`src/hw/matrix_pkg.sv`:
```
`default_nettype none

package matrix_pkg;

    // ------------------------------------------------------------------------
    // Serial timing and matrix limits
    // ------------------------------------------------------------------------
    localparam int clks_per_bit = 16;  // Board build sets this from clock / baud
    localparam int max_dim      = 5;
    localparam int max_elem     = 9;

    typedef logic [2:0]  dim_t;
    typedef logic [3:0]  elem_t;
    typedef logic [15:0] num_t;        // Saturates at all ones
    typedef logic [7:0]  byte_t;

    // ------------------------------------------------------------------------
    // Characters
    // ------------------------------------------------------------------------
    localparam byte_t ascii_zero     = 8'h30;
    localparam byte_t ascii_lbracket = 8'h5b;
    localparam byte_t ascii_rbracket = 8'h5d;
    localparam byte_t ascii_space    = 8'h20;
    localparam byte_t ascii_lf       = 8'h0a;

endpackage

`default_nettype wire

```
`src/hw/matrix_console.sv`:
```
`default_nettype none

module matrix_console (
    input  wire  clk,
    input  wire  rst_n,
    input  wire  rxd,
    output logic txd,
    input  wire  print_req,
    output logic printing,
    output logic entry_done,
    output logic entry_error
);

    matrix_pkg::byte_t rx_data;
    logic              rx_valid;
    matrix_pkg::num_t  num;
    logic              num_valid;
    logic              dim_we;
    matrix_pkg::dim_t  dim_m;
    matrix_pkg::dim_t  dim_n;
    logic              elem_we;
    matrix_pkg::dim_t  wr_row;
    matrix_pkg::dim_t  wr_col;
    matrix_pkg::elem_t wr_data;
    matrix_pkg::dim_t  rd_row;
    matrix_pkg::dim_t  rd_col;
    matrix_pkg::elem_t rd_data;
    matrix_pkg::dim_t  cur_m;
    matrix_pkg::dim_t  cur_n;
    matrix_pkg::byte_t tx_data;
    logic              tx_start;
    logic              tx_busy;

    // ------------------------------------------------------------------------
    // Entry path
    // ------------------------------------------------------------------------
    uart_rx u_rx (
        .clk      (clk),
        .rst_n    (rst_n),
        .rxd      (rxd),
        .rx_data  (rx_data),
        .rx_valid (rx_valid)
    );

    number_parser u_parser (
        .clk       (clk),
        .rst_n     (rst_n),
        .rx_data   (rx_data),
        .rx_valid  (rx_valid),
        .num       (num),
        .num_valid (num_valid)
    );

    matrix_entry u_entry (
        .clk         (clk),
        .rst_n       (rst_n),
        .num         (num),
        .num_valid   (num_valid),
        .dim_we      (dim_we),
        .dim_m       (dim_m),
        .dim_n       (dim_n),
        .elem_we     (elem_we),
        .wr_row      (wr_row),
        .wr_col      (wr_col),
        .wr_data     (wr_data),
        .entry_done  (entry_done),
        .entry_error (entry_error)
    );

    matrix_store u_store (
        .clk     (clk),
        .rst_n   (rst_n),
        .dim_we  (dim_we),
        .dim_m   (dim_m),
        .dim_n   (dim_n),
        .elem_we (elem_we),
        .wr_row  (wr_row),
        .wr_col  (wr_col),
        .wr_data (wr_data),
        .rd_row  (rd_row),
        .rd_col  (rd_col),
        .rd_data (rd_data),
        .cur_m   (cur_m),
        .cur_n   (cur_n)
    );

    // ------------------------------------------------------------------------
    // Print path
    // ------------------------------------------------------------------------
    matrix_printer u_printer (
        .clk       (clk),
        .rst_n     (rst_n),
        .print_req (print_req),
        .cur_m     (cur_m),
        .cur_n     (cur_n),
        .rd_row    (rd_row),
        .rd_col    (rd_col),
        .rd_data   (rd_data),
        .tx_data   (tx_data),
        .tx_start  (tx_start),
        .tx_busy   (tx_busy),
        .printing  (printing)
    );

    uart_tx u_tx (
        .clk      (clk),
        .rst_n    (rst_n),
        .tx_data  (tx_data),
        .tx_start (tx_start),
        .txd      (txd),
        .busy     (tx_busy)
    );

endmodule

`default_nettype wire

```
`src/hw/matrix_entry.sv`:
```
`default_nettype none

module matrix_entry (
    input  wire                   clk,
    input  wire                   rst_n,
    input  wire matrix_pkg::num_t num,
    input  wire                   num_valid,
    output logic                  dim_we,
    output matrix_pkg::dim_t      dim_m,
    output matrix_pkg::dim_t      dim_n,
    output logic                  elem_we,
    output matrix_pkg::dim_t      wr_row,
    output matrix_pkg::dim_t      wr_col,
    output matrix_pkg::elem_t     wr_data,
    output logic                  entry_done,
    output logic                  entry_error
);

    typedef enum logic [1:0] {ph_rows, ph_cols, ph_elems} phase_t;

    phase_t phase;
    matrix_pkg::dim_t row;
    matrix_pkg::dim_t col;
    logic dim_ok;
    logic elem_ok;

    assign dim_ok  = (num >= 1) && (num <= matrix_pkg::max_dim);
    assign elem_ok = (num <= matrix_pkg::max_elem);

    always_ff @(posedge clk or negedge rst_n) begin
        if (!rst_n) begin
            phase       <= ph_rows;
            dim_m       <= '0;
            dim_n       <= '0;
            row         <= '0;
            col         <= '0;
            wr_row      <= '0;
            wr_col      <= '0;
            wr_data     <= '0;
            dim_we      <= 1'b0;
            elem_we     <= 1'b0;
            entry_done  <= 1'b0;
            entry_error <= 1'b0;
        end else begin
            dim_we      <= 1'b0;
            elem_we     <= 1'b0;
            entry_done  <= 1'b0;
            entry_error <= 1'b0;
            if (num_valid) begin
                case (phase)
                    ph_rows: begin
                        entry_error <= !dim_ok;
                        if (dim_ok) begin
                            dim_m <= matrix_pkg::dim_t'(num);   // Held until N arrives
                            phase <= ph_cols;
                        end
                    end
                    ph_cols: begin
                        entry_error <= !dim_ok;
                        if (dim_ok) begin
                            dim_n  <= matrix_pkg::dim_t'(num);
                            dim_we <= 1'b1;
                            row    <= '0;
                            col    <= '0;
                            phase  <= ph_elems;
                        end
                    end
                    default: begin
                        entry_error <= !elem_ok;
                        if (elem_ok) begin
                            elem_we <= 1'b1;
                            wr_row  <= row;
                            wr_col  <= col;
                            wr_data <= matrix_pkg::elem_t'(num);
                            col     <= col + 3'd1;
                            if (col == dim_n - 3'd1) begin     // Row wrap
                                col <= '0;
                                row <= row + 3'd1;
                                if (row == dim_m - 3'd1) begin
                                    entry_done <= 1'b1;
                                    phase      <= ph_rows;
                                end
                            end
                        end
                    end
                endcase
            end
        end
    end

endmodule

`default_nettype wire

```
`src/hw/matrix_printer.sv`:
```
`default_nettype none

module matrix_printer (
    input  wire                    clk,
    input  wire                    rst_n,
    input  wire                    print_req,
    input  wire matrix_pkg::dim_t  cur_m,
    input  wire matrix_pkg::dim_t  cur_n,
    output matrix_pkg::dim_t       rd_row,
    output matrix_pkg::dim_t       rd_col,
    input  wire matrix_pkg::elem_t rd_data,
    output matrix_pkg::byte_t      tx_data,
    output logic                   tx_start,
    input  wire                    tx_busy,
    output logic                   printing
);

    typedef enum logic [2:0] {
        p_idle, p_open, p_read, p_wait, p_digit, p_sep, p_final, p_drain
    } state_t;

    state_t state;
    logic tx_ready;
    logic last_col;
    logic last_row;

    // Busy only rises the cycle after a start
    assign tx_ready = !tx_busy && !tx_start;
    assign last_col = (rd_col == cur_n - 3'd1);
    assign last_row = (rd_row == cur_m - 3'd1);

    always_ff @(posedge clk or negedge rst_n) begin
        if (!rst_n) begin
            state    <= p_idle;
            rd_row   <= '0;
            rd_col   <= '0;
            tx_data  <= '0;
            tx_start <= 1'b0;
            printing <= 1'b0;
        end else begin
            tx_start <= 1'b0;
            case (state)
                p_idle: begin
                    if (print_req && cur_m != '0) begin
                        printing <= 1'b1;
                        rd_row   <= '0;
                        rd_col   <= '0;
                        state    <= p_open;
                    end
                end
                p_open: begin
                    if (tx_ready) begin
                        tx_data  <= matrix_pkg::ascii_lbracket;
                        tx_start <= 1'b1;
                        state    <= p_read;
                    end
                end
                p_read:  state <= p_wait;     // Address into the store
                p_wait:  state <= p_digit;    // Read data lands
                p_digit: begin
                    if (tx_ready) begin
                        tx_data  <= matrix_pkg::ascii_zero + {4'h0, rd_data};
                        tx_start <= 1'b1;
                        state    <= p_sep;
                    end
                end
                p_sep: begin
                    if (tx_ready) begin
                        tx_start <= 1'b1;
                        state    <= p_read;
                        if (!last_col) begin
                            tx_data <= matrix_pkg::ascii_space;
                            rd_col  <= rd_col + 3'd1;
                        end else if (!last_row) begin
                            tx_data <= matrix_pkg::ascii_lf;
                            rd_row  <= rd_row + 3'd1;
                            rd_col  <= '0;
                        end else begin
                            tx_data <= matrix_pkg::ascii_rbracket;
                            state   <= p_final;
                        end
                    end
                end
                p_final: begin
                    if (tx_ready) begin
                        tx_data  <= matrix_pkg::ascii_lf;
                        tx_start <= 1'b1;
                        state    <= p_drain;
                    end
                end
                default: begin
                    // Hold printing until the last line feed is out
                    if (tx_ready) begin
                        printing <= 1'b0;
                        state    <= p_idle;
                    end
                end
            endcase
        end
    end

endmodule

`default_nettype wire

```
`src/hw/matrix_store.sv`:
```
`default_nettype none

module matrix_store (
    input  wire                    clk,
    input  wire                    rst_n,
    input  wire                    dim_we,
    input  wire matrix_pkg::dim_t  dim_m,
    input  wire matrix_pkg::dim_t  dim_n,
    input  wire                    elem_we,
    input  wire matrix_pkg::dim_t  wr_row,
    input  wire matrix_pkg::dim_t  wr_col,
    input  wire matrix_pkg::elem_t wr_data,
    input  wire matrix_pkg::dim_t  rd_row,
    input  wire matrix_pkg::dim_t  rd_col,
    output matrix_pkg::elem_t      rd_data,
    output matrix_pkg::dim_t       cur_m,
    output matrix_pkg::dim_t       cur_n
);

    matrix_pkg::elem_t mem [matrix_pkg::max_dim][matrix_pkg::max_dim];

    // M of zero means nothing stored
    always_ff @(posedge clk or negedge rst_n) begin
        if (!rst_n) begin
            cur_m <= '0;
            cur_n <= '0;
        end else if (dim_we) begin
            cur_m <= dim_m;
            cur_n <= dim_n;
        end
    end

    always_ff @(posedge clk) begin
        if (elem_we) mem[wr_row][wr_col] <= wr_data;
        rd_data <= mem[rd_row][rd_col];   // Registered read
    end

endmodule

`default_nettype wire

```
`src/hw/number_parser.sv`:
```
`default_nettype none

module number_parser (
    input  wire                    clk,
    input  wire                    rst_n,
    input  wire matrix_pkg::byte_t rx_data,
    input  wire                    rx_valid,
    output matrix_pkg::num_t       num,
    output logic                   num_valid
);

    matrix_pkg::num_t acc;
    matrix_pkg::num_t acc_next;
    logic digit_seen;
    logic is_digit;
    logic [19:0] product;

    assign is_digit = (rx_data >= matrix_pkg::ascii_zero) &&
                      (rx_data <= matrix_pkg::ascii_zero + 8'd9);

    // Low nibble of '0'..'9' is the digit value
    assign product  = acc * 20'd10 + {16'h0, rx_data[3:0]};
    assign acc_next = (product > 20'h0ffff) ? '1 : product[15:0];

    always_ff @(posedge clk or negedge rst_n) begin
        if (!rst_n) begin
            acc        <= '0;
            digit_seen <= 1'b0;
            num_valid  <= 1'b0;
        end else begin
            num_valid <= 1'b0;
            if (rx_valid && is_digit) begin
                acc        <= acc_next;
                digit_seen <= 1'b1;
            end else if (rx_valid && digit_seen) begin  // Separator ends the number
                num_valid  <= 1'b1;
                acc        <= '0;
                digit_seen <= 1'b0;
            end
        end
    end

    always_ff @(posedge clk) begin
        if (rx_valid && !is_digit && digit_seen) num <= acc;
    end

endmodule

`default_nettype wire

```
`src/hw/uart_rx.sv`:
```
`default_nettype none

module uart_rx (
    input  wire               clk,
    input  wire               rst_n,
    input  wire               rxd,
    output matrix_pkg::byte_t rx_data,
    output logic              rx_valid
);

    typedef enum logic [1:0] {st_idle, st_start, st_bits, st_stop} state_t;

    state_t state;
    logic rxd_meta;
    logic rxd_sync;
    logic [2:0] bit_cnt;
    logic [$clog2(matrix_pkg::clks_per_bit)-1:0] baud_cnt;
    logic half_bit;
    logic full_bit;

    assign half_bit = (baud_cnt == matrix_pkg::clks_per_bit / 2 - 1);
    assign full_bit = (baud_cnt == matrix_pkg::clks_per_bit - 1);

    // Two-flop synchronizer, line idles high
    always_ff @(posedge clk or negedge rst_n) begin
        if (!rst_n) begin
            rxd_meta <= 1'b1;
            rxd_sync <= 1'b1;
        end else begin
            rxd_meta <= rxd;
            rxd_sync <= rxd_meta;
        end
    end

    always_ff @(posedge clk or negedge rst_n) begin
        if (!rst_n) begin
            state    <= st_idle;
            bit_cnt  <= '0;
            baud_cnt <= '0;
            rx_valid <= 1'b0;
        end else begin
            rx_valid <= 1'b0;
            baud_cnt <= baud_cnt + 1'b1;
            case (state)
                st_idle: begin
                    baud_cnt <= '0;
                    if (!rxd_sync) state <= st_start;
                end
                st_start: begin
                    if (half_bit) begin               // Middle of start bit
                        baud_cnt <= '0;
                        bit_cnt  <= '0;
                        state    <= rxd_sync ? st_idle : st_bits;
                    end
                end
                st_bits: begin
                    if (full_bit) begin
                        baud_cnt <= '0;
                        bit_cnt  <= bit_cnt + 1'b1;
                        if (bit_cnt == 3'd7) state <= st_stop;
                    end
                end
                st_stop: begin
                    if (full_bit) begin
                        rx_valid <= rxd_sync;         // Low stop bit drops the byte
                        state    <= st_idle;
                    end
                end
                default: state <= st_idle;
            endcase
        end
    end

    // Data bits arrive LSB first
    always_ff @(posedge clk) begin
        if (state == st_bits && full_bit) rx_data <= {rxd_sync, rx_data[7:1]};
    end

endmodule

`default_nettype wire

```
`src/hw/uart_tx.sv`:
```
`default_nettype none

module uart_tx (
    input  wire                    clk,
    input  wire                    rst_n,
    input  wire matrix_pkg::byte_t tx_data,
    input  wire                    tx_start,
    output logic                   txd,
    output logic                   busy
);

    logic [9:0] shreg;
    logic [3:0] bit_cnt;
    logic [$clog2(matrix_pkg::clks_per_bit)-1:0] baud_cnt;

    assign txd = shreg[0];   // Ones shift in behind the frame

    always_ff @(posedge clk or negedge rst_n) begin
        if (!rst_n) begin
            shreg    <= '1;
            bit_cnt  <= '0;
            baud_cnt <= '0;
            busy     <= 1'b0;
        end else if (!busy) begin
            bit_cnt  <= '0;
            baud_cnt <= '0;
            if (tx_start) begin
                shreg <= {1'b1, tx_data, 1'b0};   // Stop, data, start
                busy  <= 1'b1;
            end
        end else if (baud_cnt == matrix_pkg::clks_per_bit - 1) begin
            baud_cnt <= '0;
            shreg    <= {1'b1, shreg[9:1]};
            bit_cnt  <= bit_cnt + 4'd1;
            if (bit_cnt == 4'd9) busy <= 1'b0;   // End of stop bit
        end else begin
            baud_cnt <= baud_cnt + 1'b1;
        end
    end

endmodule

`default_nettype wire

```
`config.mk`:
```
export PLATFORM = sky130hd
export DESIGN_NAME = matrix_console
export DESIGN_NICKNAME = d
export VERILOG_FILES = /design/src/hw/matrix_pkg.sv /design/src/hw/matrix_console.sv /design/src/hw/matrix_entry.sv /design/src/hw/matrix_printer.sv /design/src/hw/matrix_store.sv /design/src/hw/number_parser.sv /design/src/hw/uart_rx.sv /design/src/hw/uart_tx.sv
export SDC_FILE = /design/constraint.sdc
export NUM_CORES = 1
export LEC_CHECK = 0
export BUFFER_PORTS_ARGS = -buffer_cell sky130_fd_sc_hd__buf_2
export CORE_AREA = 8 8 168 170
export DETAILED_ROUTE_END_ITERATION = 16
export DIE_AREA = 0 0 176 178
export PLACE_DENSITY_LB_ADDON = 0.12
export REMOVE_ABC_BUFFERS = 1
export SETUP_SLACK_MARGIN = 0.02
export SLEW_MARGIN = 0
export SYNTH_ARGS = -nofsm -noshare
export SYNTH_HDL_FRONTEND = slang
export SYNTH_HIERARCHICAL = 1
export SYNTH_SLANG_ARGS = --single-unit
```
`constraint.sdc`:
```
create_clock -name clk -period 4.5 [get_ports clk]
set_clock_uncertainty 0.05 [all_clocks]
set_input_delay 0.675 -clock clk [delete_from_list [all_inputs] [get_ports clk]]
set_output_delay 0.675 -clock clk [all_outputs]
set_load 0.005 [all_outputs]
```
### Word level (Yosys, flattened, before mapping)

Memory sizes are Yosys's and may differ from the RTL's.
Index checks and enable logic that the tools add are counted.

| storage, ports and cells | value |
|---|---|
| output and inout port bits | 4 |
| register bits | 130 |
| bits in writable memories | 100 |
| bits of input ports | 4 |
| word-level logic and storage cells | 245 |
| memories kept | 1 |

Memory list:

| memory | depth | bits a word | rd ports | clocked after Yosys merged registers in | wr ports | RTL line | RTL |
|---|---|---|---|---|---|---|---|
| u_store.mem | 5 | 20 | 1 | 0 | 1 | matrix_store.sv:20 | `matrix_pkg::elem_t mem [matrix_pkg::max_dim][matrix_pkg::max_dim];` |

| operators by class | value |
|---|---|
| $lt $le $gt $ge | 9 |
| multiplexer cells | 96 |
| reduce and logical (&&, ||, !) cells | 48 |
| add/subtract/negate cells | 14 |
| bitwise logic cells | 5 |
| $mul | 1 |
| eq/ne operators | 35 |

Operators by type and width:

| cell | count |
|---|---|
| 2-to-1 mux 3 bit | 22 |
| 2-to-1 mux 16 bit | 3 |
| 2-to-1 mux 8 bit | 5 |
| 2-to-1 mux 4 bit | 9 |
| case mux 8 bit (4 select lines) | 1 |
| 2-to-1 mux 10 bit | 3 |
| case mux 3 bit (2 select lines) | 5 |
| 2-to-1 mux 1 bit | 28 |
| != test 2 x 1 -> 1 bit, second input constant | 12 |
| 2-to-1 mux 2 bit | 11 |
| case mux 3 bit (7 select lines) | 1 |
| adder 20 x 4 -> 20 bit | 1 |
| > comparator 20 x 16 -> 1 bit, second input constant | 1 |
| 2-to-1 mux 20 bit | 1 |
| AND reduction 5 bit | 4 |
| multiplier 16 x 3 -> 19 bit, second input constant | 1 |
| >= comparator 16 x 1 -> 1 bit, second input constant | 1 |
| <= comparator 16 x 3 -> 1 bit, second input constant | 1 |
| <= comparator 16 x 4 -> 1 bit, second input constant | 1 |
| adder 3 x 1 -> 3 bit, second input constant | 5 |
| AND reduction 3 bit | 5 |
| nonzero test 2 bit | 7 |
| adder 4 x 1 -> 4 bit, second input constant | 3 |
| binary-select mux 4 bit (select 3 bit) | 1 |
| other kinds (36) | 76 |

### Logic depth before layout (Yosys ltp)

Gate-level depths: netlist of the first run.

| logic depth | value |
|---|---|
| word-level depth | 7 |
| gate-level depth with buffers | 13 |
| depth with buffers taken out | 12 |

### Hierarchy

Netlist of the first run, hierarchy kept.

Modules (own cells, without submodules):

| module | cells each | area an instance (um2) | instances | seq. area each (um2) |
|---|---|---|---|---|
| matrix_store | 247 | 4,394.2 | 1 | 3,233.1 |
| number_parser | 261 | 2,618.8 | 1 | 930.9 |
| matrix_entry | 112 | 1,423.9 | 1 | 700.7 |
| matrix_printer | 114 | 1,108.6 | 1 | 450.4 |
| uart_tx | 74 | 894.6 | 1 | 461.7 |
| uart_rx | 59 | 795.8 | 1 | 543.0 |

### Least setup slack after synthesis of the first run

Ideal clock, no wire load.

| timing path | value |
|---|---|
| path type | reg-to-reg |
| start point | register u_parser.acc[1] |
| end point | register u_parser.acc[13] |
| period minus slack after synthesis | 3.172 ns |
| slack | 1.328 ns |
| cell stages (with the launch flop) | 13 |
| buffers on the path | 1 |
| required time | 4.316 ns |
| arrival | 2.987 ns |
| cell sequence | dfrtp_1 > ha_1 > ha_1 > inv_1 > fa_1 > nand2b_1 > nor3_1 > nand4_2 > or3_4 > nand4bb_1 > buf_6 > nand3_4 > o211ai_2 |

| on the way | value |
|---|---|
| longest elaborated chain between the ends | 5 |

Ends and longest elaborated chain:

| what | RTL line | RTL |
|---|---|---|
| start: declaration | number_parser.sv:12 | `matrix_pkg::num_t acc;` |
| start signal: assignment | number_parser.sv:33 | `acc <= acc_next;` |
| multiplier 16 x 3 -> 19 bit (*) | number_parser.sv:22 | `assign product = acc * 20'd10 + {16'h0, rx_data[3:0]};` |
| adder 20 x 4 -> 20 bit (*) | number_parser.sv:22 |  |
| > comparator 20 x 16 -> 1 bit | number_parser.sv:23 | `assign acc_next = (product > 20'h0ffff) ? '1 : product[15:0];` |
| 2-to-1 mux 16 bit (*) | number_parser.sv:23 |  |
| 2-to-1 mux 16 bit (*) | number_parser.sv:32 | `if (rx_valid && is_digit) begin` |

Every way passes the cells marked *; elsewhere a longest branch is shown, timed or not.
A chain may end at the register's enable or synchronous reset.

### Final worst setup path of the first run

| timing path | value |
|---|---|
| start point | register u_parser.acc[1] |
| end point | register u_parser.acc[14] |

Same word-level chain as after synthesis.

==> impl_metrics.csv, run 1 <==
group,metric,value,unit
status,status,"finished, final reports clean",
layout,syn_to_final_growth,9.84,%
clocking,clockBufferDepth,3,
clocking,cts_tree,"yes",
floorplanning,fp.dieH,178,um
logic_synthesis,synth_area_per_cell,13.0,um2
drt,initialDrtViolationCount,375,
flow_run,cap_violations,0,
floorplanning,core,25600,um2
drt,vias_per_cell,5.50,
sta,fmax,0.260,GHz
layout,fin_nets,933,
global_routing,grt_max_degree,81,
floorplanning,boundaryPins,8,
drt,wl_per_cell,18.0,um
setup_path,cp-end-kind,"flip-flop",
power_and_ir_drop,pwr-share-comb,3.2,%
sta,worstMarginPinSlew,1.15,ns
clocking,clock_sinks,228,
power_and_ir_drop,irDropWorstVdd,0.000268,V
layout,layout_common_cells,"124 x edfxtp_1, 89 x dfrtp_1, 73 x nor2_1, 71 x nand2_1, 46 x ha_1",
floorplanning,dieWidth,176,um
clocking,post_cts_buffers,0,
sta,max_slew_margin,22.8,%
sta,setup_viol_count_final,0,
clocking,cts_max_level,1,
setup_path,worstPathRequired,4.83,ns
power_and_ir_drop,clkPwrFrac,43.8,%
global_routing,grt_pass1_wl,36400,um
logic_synthesis,netlist-cell-type-count,97,
placed_design,post-dp-hpwl,15700,um
hold_path,hold_class,"input pin to flip-flop",
sta,fin_crit,3.84,ns
power_and_ir_drop,p_int,3.34,mW
global_routing,grt-ovfl-total,0,
power_and_ir_drop,p_per_area,346,nW/um2
power_and_ir_drop,p_leak,5.20,nW
clocking,cts-root-buf,"clkbuf_16",
logic_synthesis,synth_ff_type,"edfxtp_1",
drt,antenna_left,0,
logic_synthesis,synth_edf_count,124,
power_and_ir_drop,seq_power_share,53.0,%
clocking,cts_hold_buf,0,
drt,drtPass1Iterations,7,
power_and_ir_drop,swShare,21.7,%
sta,drv_slew,0,
floorplanning,num_rows,59,
power_and_ir_drop,switchingPower,0.927,mW
global_routing,grt_pass1_vias,6974,
drt,drcViolationCount,0,
clocking,insertion_delay,0.52,ns
placed_design,pre_cts_ws,0.641,ns
logic_synthesis,async_flop_share,43.9,%
power_and_ir_drop,total_power,4.27,mW
floorplanning,start_util,43.9,%
clocking,path_clk_slew,0.06,ns
setup_path,crit_arrival,4.17,ns
layout,final_common_cell,"edfxtp_1",
logic_synthesis,ys_seq_area_share,56.2,%
floorplanning,dieArea,31300,um2
global_routing,antenna_found_initial,0,
sta,hold_viol_final,0,
setup_path,cp_max_fo,7,
sta,layout_setup_ws,0.659,ns
drt,routed_wl,22200,um
placed_design,dp.cells,1188,
layout,stdcell_count,1234,
global_routing,track_usage,14.2,%
setup_path,worstSetupPathType,"flip-flop to flip-flop",
placed_design,place_congestion,0.844,
placed_design,io_buffers,7,
sta,tns,0,ns
clocking,cts_resized,0,
layout,antenna_cells,0,
logic_synthesis,synth_area,11200,um2
clocking,cts_buffers,26,
logic_synthesis,synthCells,867,
drt,num_vias,6788,
setup_path,start_kind,"flip-flop",
logic_synthesis,synth_seq_cells,228,
layout,drive_gt1_share,17.0,%
sta,rsz0062_at_grt,"false",
logic_synthesis,yosysWarningCount,6,
sta,fin_hold_ws,0.206,ns
sta,finalCritPeriodShare,85.4,%
synth_stat cells (12+ instances only):
library cell  count  share of area, %
edfxtp_1        124                33
dfrtp_1          89                20
nor2_1           73               2.4
nand2_1          71               2.4
ha_1             46               5.1
mux2_2           39               3.9
inv_1            30               1.0
o21ai_0          26               1.2
a21oi_1          25               1.1
nand3_1          25               1.1
mux2i_1          19               1.7
xnor2_1          18               1.4
nor2b_1          15              0.84
nor3_1           14              0.62
clkbuf_1         13              0.43
o21ai_1          12              0.53
xor2_1           12              0.94
registers in the layout, summed over array words and instances, names as in the netlist, 4 cells and up, named ones only:
register,cells
u_tx/shreg,9
u_store/rd_data,4
u_tx/baud_cnt,4
u_entry/wr_data,4
u_rx/baud_cnt,4
u_parser/num,16
u_rx/rx_data,8
u_printer/tx_data,7
u_store/mem,100
u_tx/bit_cnt,4
u_parser/acc,16
critical path: stages, from the launching register on:
cell and delay, ns:
dfrtp_1 0.44, ha_1 0.32, ha_1 0.23, inv_1 0.08
fa_1 0.45, nand2b_1 0.18, nor3_1 0.29, nand4_2 0.20
or3_4 0.44, nand4bb_1 0.58, nand3_4 0.34, o211ai_2 0.11
power groups by stage:
stage / clock (mW) / sequential (mW) / combinational (mW)
after global routing: 1.99 / 2.27 / 0.160
after detailed placement: 0 / 2.30 / 0.140
after global placement: 0 / 2.30 / 0.129
after floorplan: 0 / 2.29 / 0.0978
final: 1.87 / 2.26 / 0.137
after CTS: 1.92 / 2.26 / 0.141
cell families after synthesis:
| group | synth area share (%) |
|---|---|
| other | 0.0334 |
| adder cells (fa/ha/maj) | 5.48 |
| multiplexers | 9.78 |
| AO/OA/AOI/OAI | 9.28 |
| AND/OR/NAND/NOR | 13.4 |
| flip-flops | 56.2 |
| XOR/XNOR | 3.41 |
| buffers and inverters | 2.35 |
cell type report:
| class | instances | area, um2 |
|---|---|---|
| clock inverters | 14 | 82.6 |
| inverters | 30 | 113 |
| flip-flops and latches | 228 | 6320 |
| multi-input cells | 582 | 4650 |
| fillers | 2263 | 13300 |
| repair buffers | 13 | 82.6 |
| clock buffers | 32 | 673 |
| well taps | 335 | 419 |
final timing paths:
kind / from / endpoint / slack (ns) / cells past startpoint
max in group asynchronous: rst_n / u_rx/rxd_sync$_DFF_PN1_ / 3.17 / 2
setup / recovery: u_parser/acc[1]$_DFFE_PN0P_ / u_parser/acc[14]$_DFFE_PN0P_ / 0.66 / 11
setup reg to reg: u_parser/acc[1]$_DFFE_PN0P_ / u_parser/acc[14]$_DFFE_PN0P_ / 0.66 / 11
hold / removal: rxd / u_rx/rxd_meta$_DFF_PN1_ / 0.21 / 1
min in group asynchronous: rst_n / u_printer/tx_data[5]$_DFFE_PN0P_ / 0.27 / 1
hold reg to reg: u_rx/rxd_meta$_DFF_PN1_ / u_rx/rxd_sync$_DFF_PN1_ / 0.32 / 0
per-layer routing:
metal / GRT usage, % / up-vias / part of all wire, %
met2: 25.2 / 120 / 50
li1: - / 3257 / -
met1: 18.1 / 3380 / 45
met5: 0 / - / 0
met4: 3.46 / 0 / 1.8
met3: 2.07 / 31 / 3.4
through the flow:
step / instance area, um2 / utilization [%]
CTS: 12300 / 48.2
detailed placement: 11600 / 45.2
floorplan: 11100 / -
finish: 12300 / 48.2
global placement: 11600 / 45.2
global route: 12300 / 48.2
Note: power is estimated with default switching activity, not from simulation.
==> run 2: changes to the inputs <==
CORE_AREA = 8 8 146 148   (was 8 8 168 170)
DIE_AREA = 0 0 154 156   (was 0 0 176 178)
GPL_TIMING_DRIVEN = 0   (was not set)
PLACE_DENSITY = 0.85   (was not set)
PLACE_DENSITY_LB_ADDON = not set   (was 0.12)
==> run 2 against run 1 <==
- clock-buffer cell count down 2
- sequential cell count is the same
- setup slack got worse by 0.027 ns
- final cell count shrank 8.4%
- design area shrank 0.68%
- critical path type unchanged
- critical endpoint unchanged
- largest power group unchanged
==> impl_metrics.csv, run 2 (synthesis gave the netlist of run 1 again) <==
group,metric,value,unit
global_routing,met1_usage,20.9,%
drt,routed_wl,20700,um
layout,final_common_cell,"edfxtp_1",
sta,layout_setup_ws,0.632,ns
global_routing,globalRouteMet2Util,31.0,%
setup_path,cp_max_fo,7,
sta,max_slew_margin,16.5,%
clocking,cts_hold_buf,0,
power_and_ir_drop,pwr-share-comb,3.1,%
power_and_ir_drop,p_per_area,355,nW/um2
global_routing,grt_pass1_wl,33900,um
floorplanning,start_util,58.9,%
power_and_ir_drop,switchingPower,0.891,mW
power_and_ir_drop,p_leak,5.21,nW
power_and_ir_drop,swShare,20.5,%
drt,initialDrtViolationCount,486,
clocking,cts_resized,0,
drt,num_vias,6878,
power_and_ir_drop,seq_power_share,51.9,%
placed_design,place_area,11400,um2
drt,drtPass1Iterations,5,
drt,antenna_left,0,
sta,drv_slew,0,
clocking,clockBufferDepth,3,
placed_design,place_congestion,0.893,
setup_path,cpMaxStageDelayCell,"nand4bb_1",
layout,multi_input_area,4650,um2
drt,vias_per_cell,6.09,
global_routing,grtUsageMet3,2.96,%
floorplanning,dieArea,24000,um2
setup_path,path_cells,"ha_1 > ha_1 > inv_1 > fa_1 > nor2b_2 > o22ai_1 > xnor2_1 > nand4_2 > or3_4 > nand4bb_1 > nand3_4 > o211ai_2",
sta,tns,0,ns
floorplanning,fp.dieH,156,um
clocking,cts_tree,"yes",
global_routing,track_usage,17.3,%
global_routing,globalRoute.busiestLayer,"met2",
placed_design,io_buffers,7,
setup_path,cp-end-kind,"flip-flop",
setup_path,slowest_delay,0.57,ns
clocking,cts_buffers,24,
layout,stdcell_count,1130,
global_routing,grt_max_degree,74,
global_routing,antenna_found_initial,0,
clocking,path_clk_slew,0.06,ns
global_routing,grt-ovfl-total,0,
power_and_ir_drop,p_int,3.46,mW
sta,setup_viol_count_final,0,
power_and_ir_drop,irDropWorstVdd,0.000255,V
status,status,"finished, final reports clean",
layout,layout_common_cells,"124 x edfxtp_1, 88 x dfrtp_1, 73 x nor2_1, 71 x nand2_1, 46 x ha_1",
layout,final_area,12300,um2
setup_path,start_kind,"flip-flop",
clocking,cts-root-buf,"clkbuf_16",
sta,hold_viol_final,0,
layout,regMostFlops,"u_store/mem",
layout,largest_reg_flops,100,
drt,wl_per_cell,18.3,um
sta,fin_crit,3.87,ns
clocking,clock_sinks,228,
setup_path,worstSetupPathType,"flip-flop to flip-flop",
clocking,post_cts_buffers,0,
setup_path,worstPathRequired,4.82,ns
floorplanning,core,19100,um2
layout,antenna_cells,0,
placed_design,post-dp-hpwl,13600,um
layout,regArea,6320,um2
clocking,insertion_delay,0.52,ns
layout,drive_gt1_share,17.4,%
layout,fill_cells,1334,
layout,reg.largest.list,"u_store/mem: 100 flops, u_parser/acc: 16 flops, u_parser/num: 16 flops",
floorplanning,boundaryPins,8,
sta,worstMarginPinSlew,1.25,ns
setup_path,crit_arrival,4.19,ns
layout,fin_nets,926,
floorplanning,num_rows,51,
hold_path,hold_class,"input pin to asynchronous set/reset pin",
flow_run,cap_violations,0,
placed_design,pre_cts_ws,0.681,ns
layout,syn_to_final_growth,9.10,%
drt,drcViolationCount,0,
placed_design,dp.cells,1086,
power_and_ir_drop,clkPwrFrac,44.9,%
setup_path,cp_common_cell,"ha_1",
clocking,cts_max_level,1,
sta,finalCritPeriodShare,85.9,%
floorplanning,dieWidth,154,um
sta,fmax,0.259,GHz
sta,rsz0062_at_grt,"false",
global_routing,grt_pass1_vias,6905,
## run 2: changes by cell type in the layout (fill, tap and decap cells not counted)
| cell | change |
|---|---|
| buf_4 | -6 |
| clkbuf_1 | -4 |
| clkinv_1 | -4 |
| clkbuf_8 | +3 |
| bufinv_16 | +2 |
| clkinvlp_2 | +2 |
| buf_16 | +1 |
| clkbuf_16 | -1 |
| clkinv_2 | +1 |
| clkinvlp_4 | -1 |
| dfrtp_1 | -1 |
| dfrtp_2 | +1 |
## run 2: final cells by class
cell class	instances	share of cell area [%]
clock buffers	30	5.50
repair buffers	8	0.531
inverters	30	0.919
clock inverters	14	1.10
well taps	238	2.43
flip-flops and latches	228	51.6
multi-input cells	582	38.0
## run 2: through the flow
stage          hold WS, ns  power, mW  utilization, %
6_report            0.0289       4.35            64.2
3_5_place_dp         0.301       2.44            60.0
3_3_place_gp         0.297       2.43            59.8
4_1_cts             0.0198       4.39            64.2
2_1_floorplan        0.295       2.39               -
5_1_grt             0.0403       4.50            64.2
## run 2: final timing paths
kind                            slack, ns  depth (start not counted)                   startpoint                            to
worst max-delay path                 0.63                         12  u_parser/acc[1]$_DFFE_PN0P_  u_parser/acc[14]$_DFFE_PN0P_
worst min-delay path                 0.03                          1                        rst_n           u_tx/busy$_DFF_PN0_
worst max register to register       0.63                         12  u_parser/acc[1]$_DFFE_PN0P_  u_parser/acc[14]$_DFFE_PN0P_
worst min register to register       0.30                          0      u_rx/rxd_meta$_DFF_PN1_       u_rx/rxd_sync$_DFF_PN1_
max in group asynchronous            3.63                          2                        rst_n       u_rx/rxd_meta$_DFF_PN1_
min in group clk                     0.22                          1                          rxd       u_rx/rxd_meta$_DFF_PN1_
## run 2: power by group through the flow
| stage | Combinational, mW | Sequential (mW) | Clock, mW |
|---|---|---|---|
| floorplan | 0.0978 | 2.29 | 0 |
| global placement | 0.127 | 2.30 | 0 |
| detailed placement | 0.137 | 2.30 | 0 |
| CTS | 0.139 | 2.26 | 1.99 |
| global route | 0.157 | 2.27 | 2.08 |
| finish | 0.137 | 2.26 | 1.95 |
## run 2: per-layer routing
layer  vias to the layer above  share of wire, %
met1                      3424                42
met3                        41               4.6
met2                       171                51
li1                       3242                 -
met4                         0               2.4
met5                         -                 0
## run 2: critical path, delay by kind of cell, from the launching register on
kind | cells | cell delay [ns]
AO/OA/AOI/OAI | 2 | 0.21
flip-flops | 1 | 0.45
adder cells (fa/ha/maj) | 3 | 0.91
buffers and inverters | 1 | 0.06
AND/OR/NAND/NOR | 5 | 1.70
XOR/XNOR | 1 | 0.35
